--- src/fetch_pkg.sv ---
/*
 * Fetch stage package
 * address and instruction types, PC selector encodings and fixed constants
 */

package fetch_pkg;

  // byte address and fetched instruction word
  typedef logic [31:0] addr_t;
  typedef logic [31:0] instr_t;

  // interrupt line number, picks the vectored slot under mtvec
  typedef logic [4:0] irq_id_t;

  // next-PC source
  typedef enum logic [2:0] {
    PC_BOOT,
    PC_JUMP,
    PC_EXC,
    PC_ERET,
    PC_DRET
  } pc_sel_e;

  // exception PC source
  typedef enum logic [1:0] {
    EXC_PC_EXC,
    EXC_PC_IRQ,
    EXC_PC_DBD,
    EXC_PC_DBG_EXC
  } exc_pc_sel_e;

  // low byte of the boot PC, below boot_addr[31:8]
  parameter logic [7:0] BootOffset = 8'h80;

  // fetch FIFO entries and the word step
  parameter int unsigned FetchFifoDepth = 2;
  parameter int unsigned WordBytes      = 4;

endpackage
--- src/if_stage.sv ---
/*
 * Instruction fetch stage
 * next-PC selection, word fetch over req/gnt/rvalid, fetch FIFO and IF-ID registers
 */

`timescale 1ns/1ps

module if_stage #(
  parameter fetch_pkg::addr_t DmHaltAddr      = 32'h1A11_0800,
  parameter fetch_pkg::addr_t DmExceptionAddr = 32'h1A11_0900
) (
  input  logic                   clk_i,
  input  logic                   rst_ni,
  input  fetch_pkg::addr_t       boot_addr_i,
  input  logic                   req_i,
  // instruction memory port
  output logic                   instr_req_o,
  output fetch_pkg::addr_t       instr_addr_o,
  input  logic                   instr_gnt_i,
  input  logic                   instr_rvalid_i,
  input  fetch_pkg::instr_t      instr_rdata_i,
  input  logic                   instr_bus_err_i,
  // towards ID
  output logic                   instr_valid_id_o,
  output logic                   instr_new_id_o,
  output fetch_pkg::instr_t      instr_rdata_id_o,
  output logic                   instr_fetch_err_o,
  output fetch_pkg::addr_t       pc_if_o,
  output fetch_pkg::addr_t       pc_id_o,
  // control from ID
  input  logic                   instr_valid_clear_i,
  input  logic                   pc_set_i,
  input  fetch_pkg::pc_sel_e     pc_mux_i,
  input  fetch_pkg::exc_pc_sel_e exc_pc_mux_i,
  input  fetch_pkg::irq_id_t     irq_id_i,
  input  fetch_pkg::addr_t       branch_target_i,
  // CSRs
  input  fetch_pkg::addr_t       csr_mepc_i,
  input  fetch_pkg::addr_t       csr_depc_i,
  input  fetch_pkg::addr_t       csr_mtvec_i,
  output logic                   csr_mtvec_init_o,
  input  logic                   id_in_ready_i,
  output logic                   if_busy_o
);

  fetch_pkg::addr_t  fetch_target;
  logic              fifo_push;
  logic [1:0]        fifo_cnt;
  logic              fetch_valid;
  fetch_pkg::instr_t fetch_rdata;
  logic              fetch_err;
  fetch_pkg::addr_t  fetch_addr;
  logic              fetch_accept;

  pc_target_mux #(
    .DmHaltAddr      (DmHaltAddr),
    .DmExceptionAddr (DmExceptionAddr)
  ) pc_target_mux_i (
    .boot_addr_i      (boot_addr_i),
    .branch_target_i  (branch_target_i),
    .csr_mepc_i       (csr_mepc_i),
    .csr_depc_i       (csr_depc_i),
    .csr_mtvec_i      (csr_mtvec_i),
    .pc_mux_i         (pc_mux_i),
    .exc_pc_mux_i     (exc_pc_mux_i),
    .irq_id_i         (irq_id_i),
    .pc_set_i         (pc_set_i),
    .target_o         (fetch_target),
    .csr_mtvec_init_o (csr_mtvec_init_o)
  );

  fetch_req_fsm fetch_req_fsm_i (
    .clk_i          (clk_i),
    .rst_ni         (rst_ni),
    .req_i          (req_i),
    .pc_set_i       (pc_set_i),
    .fifo_cnt_i     (fifo_cnt),
    .instr_gnt_i    (instr_gnt_i),
    .instr_rvalid_i (instr_rvalid_i),
    .instr_req_o    (instr_req_o),
    .fifo_push_o    (fifo_push),
    .busy_o         (if_busy_o)
  );

  // memory grants only a live request, so gnt alone steps the address
  fetch_addr_cnt fetch_addr_cnt_i (
    .clk_i    (clk_i),
    .rst_ni   (rst_ni),
    .load_i   (pc_set_i),
    .target_i (fetch_target),
    .step_i   (instr_gnt_i),
    .addr_o   (instr_addr_o)
  );

  fetch_fifo fetch_fifo_i (
    .clk_i    (clk_i),
    .rst_ni   (rst_ni),
    .flush_i  (pc_set_i),
    .target_i (fetch_target),
    .push_i   (fifo_push),
    .rdata_i  (instr_rdata_i),
    .err_i    (instr_bus_err_i),
    .pop_i    (fetch_accept),
    .cnt_o    (fifo_cnt),
    .valid_o  (fetch_valid),
    .rdata_o  (fetch_rdata),
    .err_o    (fetch_err),
    .addr_o   (fetch_addr)
  );

  if_id_regs if_id_regs_i (
    .clk_i               (clk_i),
    .rst_ni              (rst_ni),
    .fetch_valid_i       (fetch_valid),
    .fetch_rdata_i       (fetch_rdata),
    .fetch_err_i         (fetch_err),
    .fetch_addr_i        (fetch_addr),
    .id_in_ready_i       (id_in_ready_i),
    .pc_set_i            (pc_set_i),
    .instr_valid_clear_i (instr_valid_clear_i),
    .accept_o            (fetch_accept),
    .instr_valid_id_o    (instr_valid_id_o),
    .instr_new_id_o      (instr_new_id_o),
    .instr_rdata_id_o    (instr_rdata_id_o),
    .instr_fetch_err_o   (instr_fetch_err_o),
    .pc_id_o             (pc_id_o)
  );

  // PC of the word at the FIFO head
  assign pc_if_o = fetch_addr;

endmodule

--- src/if_id_regs.sv ---
/*
 * IF-ID pipeline registers
 * valid and new flags plus the instruction word, bus error and PC for ID
 */

`timescale 1ns/1ps

module if_id_regs (
  input  logic              clk_i,
  input  logic              rst_ni,
  input  logic              fetch_valid_i,
  input  fetch_pkg::instr_t fetch_rdata_i,
  input  logic              fetch_err_i,
  input  fetch_pkg::addr_t  fetch_addr_i,
  input  logic              id_in_ready_i,
  input  logic              pc_set_i,
  input  logic              instr_valid_clear_i,
  output logic              accept_o,
  output logic              instr_valid_id_o,
  output logic              instr_new_id_o,
  output fetch_pkg::instr_t instr_rdata_id_o,
  output logic              instr_fetch_err_o,
  output fetch_pkg::addr_t  pc_id_o
);

  logic valid_q;
  logic new_q;

  // a redirect squashes the word on offer
  assign accept_o = fetch_valid_i & id_in_ready_i & ~pc_set_i;

  ////////////////////
  // flags
  ////////////////////

  always_ff @(posedge clk_i or negedge rst_ni) begin
    if (!rst_ni) begin
      valid_q           <= 1'b0;
      new_q             <= 1'b0;
      instr_fetch_err_o <= 1'b0;
    end else begin
      // valid holds until ID clears it
      valid_q <= accept_o | (valid_q & ~instr_valid_clear_i);
      new_q   <= accept_o;
      if (accept_o) begin
        instr_fetch_err_o <= fetch_err_i;
      end
    end
  end

  // word and PC frozen while ID stalls
  always_ff @(posedge clk_i) begin
    if (accept_o) begin
      instr_rdata_id_o <= fetch_rdata_i;
      pc_id_o          <= fetch_addr_i;
    end
  end

  assign instr_valid_id_o = valid_q;
  assign instr_new_id_o   = new_q;

endmodule

--- src/pc_target_mux.sv ---
/*
 * Next-PC selection
 * exception vector computation, fetch target mux and mtvec init on boot
 */

`timescale 1ns/1ps

module pc_target_mux #(
  parameter fetch_pkg::addr_t DmHaltAddr      = 32'h1A11_0800,
  parameter fetch_pkg::addr_t DmExceptionAddr = 32'h1A11_0900
) (
  input  fetch_pkg::addr_t       boot_addr_i,
  input  fetch_pkg::addr_t       branch_target_i,
  input  fetch_pkg::addr_t       csr_mepc_i,
  input  fetch_pkg::addr_t       csr_depc_i,
  input  fetch_pkg::addr_t       csr_mtvec_i,
  input  fetch_pkg::pc_sel_e     pc_mux_i,
  input  fetch_pkg::exc_pc_sel_e exc_pc_mux_i,
  input  fetch_pkg::irq_id_t     irq_id_i,
  input  logic                   pc_set_i,
  output fetch_pkg::addr_t       target_o,
  output logic                   csr_mtvec_init_o
);

  fetch_pkg::addr_t exc_pc;

  // mtvec base is 256-byte aligned, irq slots are 4 bytes apart
  always_comb begin
    unique case (exc_pc_mux_i)
      fetch_pkg::EXC_PC_EXC:     exc_pc = {csr_mtvec_i[31:8], 8'h00};
      fetch_pkg::EXC_PC_IRQ:     exc_pc = {csr_mtvec_i[31:8], 1'b0, irq_id_i, 2'b00};
      fetch_pkg::EXC_PC_DBD:     exc_pc = DmHaltAddr;
      fetch_pkg::EXC_PC_DBG_EXC: exc_pc = DmExceptionAddr;
      default:                   exc_pc = {csr_mtvec_i[31:8], 8'h00};
    endcase
  end

  // fetch target
  always_comb begin
    unique case (pc_mux_i)
      fetch_pkg::PC_BOOT: target_o = {boot_addr_i[31:8], fetch_pkg::BootOffset};
      fetch_pkg::PC_JUMP: target_o = branch_target_i;
      fetch_pkg::PC_EXC:  target_o = exc_pc;
      // return from trap
      fetch_pkg::PC_ERET: target_o = csr_mepc_i;
      // return from debug mode
      fetch_pkg::PC_DRET: target_o = csr_depc_i;
      default:            target_o = {boot_addr_i[31:8], fetch_pkg::BootOffset};
    endcase
  end

  // CSR file sets mtvec from boot_addr on the boot redirect
  assign csr_mtvec_init_o = pc_set_i & (pc_mux_i == fetch_pkg::PC_BOOT);

endmodule

--- src/fetch_fifo.sv ---
/*
 * Fetch FIFO
 * holds fetched words with their bus error bits and tracks the PC of the oldest
 */

`timescale 1ns/1ps

module fetch_fifo (
  input  logic              clk_i,
  input  logic              rst_ni,
  input  logic              flush_i,
  input  fetch_pkg::addr_t  target_i,
  input  logic              push_i,
  input  fetch_pkg::instr_t rdata_i,
  input  logic              err_i,
  input  logic              pop_i,
  output logic [1:0]        cnt_o,
  output logic              valid_o,
  output fetch_pkg::instr_t rdata_o,
  output logic              err_o,
  output fetch_pkg::addr_t  addr_o
);

  localparam int unsigned IdxW = $clog2(fetch_pkg::FetchFifoDepth);

  fetch_pkg::instr_t data_q [fetch_pkg::FetchFifoDepth];
  logic              err_q  [fetch_pkg::FetchFifoDepth];
  logic [1:0]        cnt_q;
  logic [1:0]        wr_slot;
  logic [IdxW-1:0]   wr_idx;
  fetch_pkg::addr_t  addr_q;

  // entry 0 is the oldest, a pop shifts the rest down
  assign wr_slot = pop_i ? (cnt_q - 2'd1) : cnt_q;
  assign wr_idx  = wr_slot[IdxW-1:0];

  ////////////////////
  // storage
  ////////////////////

  always_ff @(posedge clk_i) begin
    if (pop_i) begin
      for (int i = 0; i < fetch_pkg::FetchFifoDepth - 1; i++) begin
        data_q[i] <= data_q[i+1];
        err_q[i]  <= err_q[i+1];
      end
    end
    // write lands after the shift
    if (push_i && !flush_i) begin
      data_q[wr_idx] <= rdata_i;
      err_q[wr_idx]  <= err_i;
    end
  end

  // count and PC of the head entry
  always_ff @(posedge clk_i or negedge rst_ni) begin
    if (!rst_ni) begin
      cnt_q  <= 2'd0;
      addr_q <= '0;
    end else if (flush_i) begin
      cnt_q  <= 2'd0;
      addr_q <= {target_i[31:2], 2'b00};
    end else begin
      cnt_q <= cnt_q + {1'b0, push_i} - {1'b0, pop_i};
      if (pop_i) begin
        addr_q <= addr_q + fetch_pkg::addr_t'(fetch_pkg::WordBytes);
      end
    end
  end

  assign cnt_o   = cnt_q;
  assign valid_o = (cnt_q != 2'd0);
  assign rdata_o = data_q[0];
  assign err_o   = err_q[0];
  assign addr_o  = addr_q;

endmodule

--- src/fetch_addr_cnt.sv ---
/*
 * Fetch address counter
 * next word request address, loaded on redirect and stepped on grant
 */

`timescale 1ns/1ps

module fetch_addr_cnt (
  input  logic             clk_i,
  input  logic             rst_ni,
  input  logic             load_i,
  input  fetch_pkg::addr_t target_i,
  input  logic             step_i,
  output fetch_pkg::addr_t addr_o
);

  fetch_pkg::addr_t addr_q;
  fetch_pkg::addr_t addr_d;

  // redirect wins over a grant in the same cycle
  always_comb begin
    addr_d = addr_q;
    if (load_i) begin
      // word fetch only, drop the byte offset
      addr_d = {target_i[31:2], 2'b00};
    end else if (step_i) begin
      addr_d = addr_q + fetch_pkg::addr_t'(fetch_pkg::WordBytes);
    end
  end

  always_ff @(posedge clk_i or negedge rst_ni) begin
    if (!rst_ni) begin
      addr_q <= '0;
    end else begin
      addr_q <= addr_d;
    end
  end

  assign addr_o = addr_q;

endmodule

--- src/fetch_req_fsm.sv ---
/*
 * Fetch request engine
 * issues one word request at a time over req/gnt/rvalid and flags stale responses
 */

`timescale 1ns/1ps

module fetch_req_fsm (
  input  logic       clk_i,
  input  logic       rst_ni,
  input  logic       req_i,
  input  logic       pc_set_i,
  input  logic [1:0] fifo_cnt_i,
  input  logic       instr_gnt_i,
  input  logic       instr_rvalid_i,
  output logic       instr_req_o,
  output logic       fifo_push_o,
  output logic       busy_o
);

  typedef enum logic [1:0] {
    IDLE,
    WAIT_GNT,
    WAIT_RVALID
  } req_state_e;

  req_state_e state_q, state_d;
  logic       discard_q, discard_d;
  logic       started_q;
  logic       room;
  logic       start_req;

  // only one request in flight, so in IDLE the FIFO count alone decides room
  assign room = int'(fifo_cnt_i) < fetch_pkg::FetchFifoDepth;

  // new request from IDLE, never in the redirect cycle itself
  assign start_req = (state_q == IDLE) & req_i & started_q & room & ~pc_set_i;

  // request held until the grant arrives
  assign instr_req_o = start_req | (state_q == WAIT_GNT);

  ////////////////////
  // next state
  ////////////////////

  always_comb begin
    state_d = state_q;
    unique case (state_q)
      IDLE: begin
        if (start_req) begin
          state_d = instr_gnt_i ? WAIT_RVALID : WAIT_GNT;
        end
      end
      WAIT_GNT: begin
        if (instr_gnt_i) begin
          state_d = WAIT_RVALID;
        end
      end
      WAIT_RVALID: begin
        if (instr_rvalid_i) begin
          state_d = IDLE;
        end
      end
      default: state_d = IDLE;
    endcase
  end

  // a redirect makes the granted or in-flight response stale
  always_comb begin
    discard_d = discard_q;
    if (instr_rvalid_i) begin
      discard_d = 1'b0;
    end else if (pc_set_i && ((state_q == WAIT_RVALID) || (instr_req_o && instr_gnt_i))) begin
      discard_d = 1'b1;
    end
  end

  always_ff @(posedge clk_i or negedge rst_ni) begin
    if (!rst_ni) begin
      state_q   <= IDLE;
      discard_q <= 1'b0;
      started_q <= 1'b0;
    end else begin
      state_q   <= state_d;
      discard_q <= discard_d;
      // fetching begins with the first redirect
      if (pc_set_i) begin
        started_q <= 1'b1;
      end
    end
  end

  // keep the word unless stale or hit by a redirect this cycle
  assign fifo_push_o = instr_rvalid_i & ~discard_q & ~pc_set_i;
  assign busy_o      = (state_q != IDLE);

endmodule

--- config.mk ---
export PLATFORM = sky130hd
export DESIGN_NAME = if_stage
export DESIGN_NICKNAME = d
export VERILOG_FILES = /design/src/fetch_pkg.sv /design/src/if_stage.sv /design/src/if_id_regs.sv /design/src/pc_target_mux.sv /design/src/fetch_fifo.sv /design/src/fetch_addr_cnt.sv /design/src/fetch_req_fsm.sv
export SDC_FILE = /design/constraint.sdc
export NUM_CORES = 1
export LEC_CHECK = 0
export ABC_AREA = 1
export BUFFER_PORTS_ARGS = -buffer_cell sky130_fd_sc_hd__buf_2
export CORE_UTILIZATION = 57
export CTS_BUF_LIST = sky130_fd_sc_hd__clkbuf_8
export DETAILED_ROUTE_END_ITERATION = 10
export PLACE_DENSITY = 0.95
export SYNTH_ARGS = -nofsm -noshare
export SYNTH_HDL_FRONTEND = slang
export SYNTH_SLANG_ARGS = --single-unit
--- constraint.sdc ---
create_clock -name clk_i -period 9.4 [get_ports clk_i]
set_input_delay 1.88 -clock clk_i [delete_from_list [all_inputs] [get_ports clk_i]]
set_output_delay 1.88 -clock clk_i [all_outputs]
set_load 0.1 [all_outputs]
== Word level (Yosys, flattened, before mapping) ==
Memory sizes are Yosys's and may differ from the RTL's. A register that Yosys moved wholly into a read port is not among the register bits.
Cells that the tools add are included.
Storage, ports and cells
  bits in registers: 104
  bits in latches: 0
  RAM bits: 66
  ROM bits: 0
  bits of input ports: 211
  output and inout port bits: 134
  logic and storage cells: 78
  memories: 2
Memory list
  fetch_fifo_i.data_q: depth 2, bits a word 32, read ports 2, clocked after Yosys merged registers in 1, write ports 2, RTL line fetch_fifo.sv:26  | fetch_pkg::instr_t data_q [fetch_pkg::FetchFifoDepth];
  fetch_fifo_i.err_q: depth 2, bits a word 1, read ports 2, clocked after Yosys merged registers in 1, write ports 2, RTL line fetch_fifo.sv:27  | logic err_q [fetch_pkg::FetchFifoDepth];
Cells by class
  $add $sub $neg: 5
  multiply operators: 0
  divide/modulo/power cells: 0
  magnitude comparators: 1
  eq/ne operators: 12
  shift operators: 0
  mux-type cells: 19
  bitwise logic cells: 15
  reductions and logical operators: 15
Operator list (count)
  32-bit case mux with 4 select lines: 2
  32-bit 2-to-1 mux: 4
  32-bit by 3-bit adder with 32-bit output (second input constant): 2
  1-bit AND: 10
  2-bit 2-to-1 mux: 5
  2-bit nonzero test: 5
  1-bit 2-to-1 mux: 7
  2-bit equality test (second input constant): 3
  3-bit by 2-bit equality test with 1-bit output (second input constant): 2
  2-bit case mux with 3 select lines: 1
  2-bit by 1-bit equality test with 1-bit output (second input constant): 2
  2-bit zero test: 2
  2-bit != test (second input constant): 2
  3-bit by 1-bit equality test with 1-bit output (second input constant): 1
  3-bit equality test (second input constant): 1
  1-bit logical AND: 3
  3-bit zero test: 1
  1-bit inverter: 3
  3-bit AND reduction: 1
  2-bit by 1-bit adder with 2-bit output: 1
  1-bit zero test: 2
  2-bit < comparator (second input constant): 1
  2-bit by 1-bit != test with 1-bit output (second input constant): 1
  1-bit bitwise OR: 2
  3 further kinds: 3

== Depth between registers and ports, before layout ==
  depth after elaboration: 11
  mapped depth: 12
  mapped depth without buffers: 11

== Modules after synthesis ==
A second synthesis with hierarchy kept.
Unflattened totals
  cells, all modules: 1184
  area total of the unflattened synthesis: 10672.7 sq um
Modules (own cells, without submodules)
  fetch_fifo: times used 1, cells an instance 433, area each 4673.2 sq um, sequential area each 2782.7 sq um
  fetch_addr_cnt: times used 1, cells an instance 311, area each 2138.3 sq um, sequential area each 750.7 sq um
  if_id_regs: times used 1, cells an instance 75, area each 2037.0 sq um, sequential area each 1996.9 sq um
  pc_target_mux: times used 1, cells an instance 340, area each 1624.1 sq um, sequential area each 0.0 sq um
  fetch_req_fsm: times used 1, cells an instance 25, area each 200.2 sq um, sequential area each 100.1 sq um

== Worst setup path after synthesis ==
No wires, ideal clock.
  kind: input to output
  from: input port pc_set_i
  to: output port csr_mtvec_init_o
  arrival time: 4485 ps
  data required time: 7520 ps
  setup slack: 3035 ps
  cell stages on the path: 4
  buffers on the path: 2
  path through: buf_2 clkinv_1 clkbuf_1 nor3_1
Between the ends
  word-level cells in the longest chain between the ends: 1
RTL lines
  start, declared: RTL line if_stage.sv:32  | input logic pc_set_i,
  1-bit AND: RTL line pc_target_mux.sv:53  | assign csr_mtvec_init_o = pc_set_i & (pc_mux_i == fetch_pkg::PC_BOOT);
  end, declared: RTL line if_stage.sv:41  | output logic csr_mtvec_init_o,
No other way between the ends.

== Worst setup path after layout ==
Ends and elaborated chain as after synthesis.

==> impl_metrics.toml <==
[clock_tree]
path_clk_slew_ns = 0.11
ctsLongestPathBuffers = 2
clock_latency_ns = 0.50
numCtsBuffers = 17
cts_htree_levels = 4
cts_tree = "yes"
post-cts-setup-buffers = 0
cts-hold-fix-buffers = 0
root_buffer = "clkbuf_8"
cts_resized = 0
cts_sinks = 197

[final_layout]
layout_commonest_cell = "nand2_1"
final_cell_mix = "nand2_1, buf_2, nor2_1"
fin_nets = 1875
fillers = 1381
area_growth_pct = 19.39
drive_gt1_frac = 0.2301

[placed_design]
place_hpwl_um = 25780
dp_slack_ns = 3.725
place_congestion = 0.9747
io_buffers = 316

[status]
run_status = "finished, violations left"
violations = "DRC"

[yosys]
synth.distinct_cells = 41
ys.flop_type = "edfxtp_1"
synth_seq_cells = 197
ys_seq_area_frac = 0.5199
synth_edf_count = 128
synthArstFlopShare = 0.3503
synth_area_um2 = 10710
synth_warnings = 0
synthCells = 1366
syn_area_per_cell_um2 = 7.843

[timing]
skew_ns = 0.01536
tns_ns = 0
worst_slack_ns = 3.669
worstMarginPinSlew_ns = 1.252
rsz0062_at_grt = "false"
fmax_ghz = 0.1745
finalCritPeriodShare = 0.6096
slew_headroom = 0.1642
maxSlewViolCount = 0
finalCriticalPeriod_ns = 5.731
setup-violations-final = 0
finalHoldViolations = 0

[route]
first_pass_iters = 11
wl_per_cell_um = 18.61
drc = 12
initialDrtViolationCount = 1221
postRouteWirelength_um = 35520
antenna_left = 0
avgViaCountPerCell = 5.700
vias = 10876

[grt]
grt_pass1_wl_um = 53850
grt_pass1_vias = 10356
antenna_found_initial = 6
grt-ovfl-total = 0
grt_use_total = 0.3668
grt_max_degree = 70

[worst_setup_path]
slowest_stage = "buf_4"
critPathTopFamily = "buffers and inverters"
arrival_ns = 3.85
worst_setup_path_start_kind = "primary input"
cp.required_ns = 7.52
path_buf_inv = 5
path_cells = "buf_2 -> buf_4 -> clkinv_1 -> buf_4 -> nor3_1 -> buf_2"
cpPeakStageDelay_ns = 0.50
path_max_fanout = 59
cp-end-kind = "output port"
crit_type = "primary input to output port"

[power_and_ir_drop]
power.switching_w = 0.001406
vdd_drop_max_mv = 0.1361
seqPwrFrac = 0.416
combPwrFrac = 0.378
clock_power_share = 0.206
power_leakage_nw = 6.129
power_density_nw_per_um2 = 225.0
swShare = 0.4884
p_int_w = 0.001473

[floorplan]
die_area_um2 = 19350
num_io_pins = 345
start_util = 0.5884
rows = 49
die_w_um = 139.1
core_um2 = 18210
die_h_um = 139.1

[min_path]
hp-class = "flip-flop to flip-flop"

[run]
cap_violations = 0
==> kinds of logic (layout without fill, tap and decap cells) <==
logic type | Yosys count | after routing | synth area share
adders and majority gates | 4 | 4 | 0.004671
other | 1 | 12 | 0.0003500
xor gates and xnor gates | 3 | 3 | 0.002453
DFF | 197 | 197 | 0.5199
and+or+nand+nor | 816 | 816 | 0.3154
AOI/OAI and AO/OA | 151 | 151 | 0.07661
buffers and inverters | 194 | 496 | 0.08058
==> power groups by stage <==
stage          sequential, W  clock, W  combinational (W)
2_1_floorplan        0.00168         0           0.000345
3_3_place_gp         0.00120         0            0.00105
3_5_place_dp         0.00121         0            0.00107
4_1_cts              0.00119  0.000593            0.00108
5_1_grt              0.00121  0.000625            0.00114
6_report             0.00120  0.000592            0.00109
==> through the flow <==
| stage | utilization | hold slack [ns] | instance area (um^2) | total power (W) | instances |
|---|---|---|---|---|---|
| after floorplan | - | 0.4003 | 10730 | 0.002027 | 1371 |
| after detailed placement | 0.6771 | 0.4051 | 12330 | 0.002282 | 1870 |
| after CTS | 0.7016 | 0.4321 | 12780 | 0.002861 | 1902 |
| after global placement | 0.6771 | 0.4004 | 12330 | 0.002243 | 1870 |
| final | 0.7025 | 0.4303 | 12790 | 0.002878 | 1908 |
| after global routing | 0.7025 | 0.4370 | 12790 | 0.002977 | 1908 |
==> worst register-to-register path: stages, from the launching register on <==
cell and delay [ns]:
dfrtp_1 0.44, o21ai_2 0.14, nor2_4 0.09, buf_4 0.68, inv_2 0.18, nand2_1 0.23, nand3_2 0.92, nand2_1 0.29
buf_4 0.44
==> registers in the layout (all words and copies together) (netlist names) <==
name,count
fetch_addr_cnt_i.addr_o,30
fetch_fifo_i.addr_o,30
fetch_fifo_i.cnt_o,2
fetch_fifo_i.data_q,64
fetch_fifo_i.err_q,2
fetch_req_fsm_i.discard_q,1
fetch_req_fsm_i.started_q,1
fetch_req_fsm_i.state_q,2
if_id_regs_i.instr_fetch_err_o,1
if_id_regs_i.instr_new_id_o,1
if_id_regs_i.instr_rdata_id_o,32
if_id_regs_i.instr_valid_id_o,1
if_id_regs_i.pc_id_o,30
==> cell usage after synthesis (5+ instances only) <==
master    instances  area, um^2
buf_4            11       82.58
nand4_1          34       212.7
or2_2             7       43.79
nand2_1         473        1775
nand3_1          84       420.4
o21ai_1          24       120.1
a22oi_1           5       37.54
nor2_4            5       56.30
buf_2            12       60.06
inv_2             6       22.52
inv_1           134       503.0
clkbuf_1         15       56.30
o21ai_0          27       135.1
a21oi_1          80       400.4
nor2_1          197       739.5
dfrtp_1          69        1727
edfxtp_1        128        3844
buf_6            10       112.6
==> layout make-up <==
class	instances	area (um^2)	share of cell area
Sequential cell	197	5570	0.4355
Multi-Input combinational cell	980	4310	0.3370
Timing Repair Buffer	322	1627	0.1272
Inverter	142	535.5	0.04187
Tap cell	229	286.5	0.02240
Clock buffer	17	234.0	0.01829
Clock inverter	15	212.7	0.01663
Antenna cell	6	15.01	0.001174
==> final timing paths <==
| check | startpoint | endpoint | slack, ns | cells past startpoint |
|---|---|---|---|---|
| hold reg to reg | fetch_fifo_i.data_q[0][10] | if_id_regs_i.instr_rdata_id_o[10] | 0.43 | 0 |
| hold / removal | fetch_fifo_i.data_q[0][10] | if_id_regs_i.instr_rdata_id_o[10] | 0.43 | 0 |
| max in group asynchronous | rst_ni | if_id_regs_i.instr_new_id_o | 7.19 | 2 |
| setup / recovery | pc_set_i | csr_mtvec_init_o | 3.67 | 6 |
| min in group asynchronous | rst_ni | fetch_addr_cnt_i.addr_o[28] | 1.58 | 2 |
| setup reg to reg | fetch_fifo_i.cnt_o[1] | fetch_fifo_i.data_q[0][10] | 5.63 | 8 |
==> metal layers <==
layer	vias to the layer above	track usage	routed length (um)
met2	757	0.6061	17260
met3	139	0.08771	4017
li1	4997	-	-
met4	0	0.2234	1911
met1	4983	0.4359	12320
met5	-	0	0
Note: power is estimated with default switching activity, not from simulation.
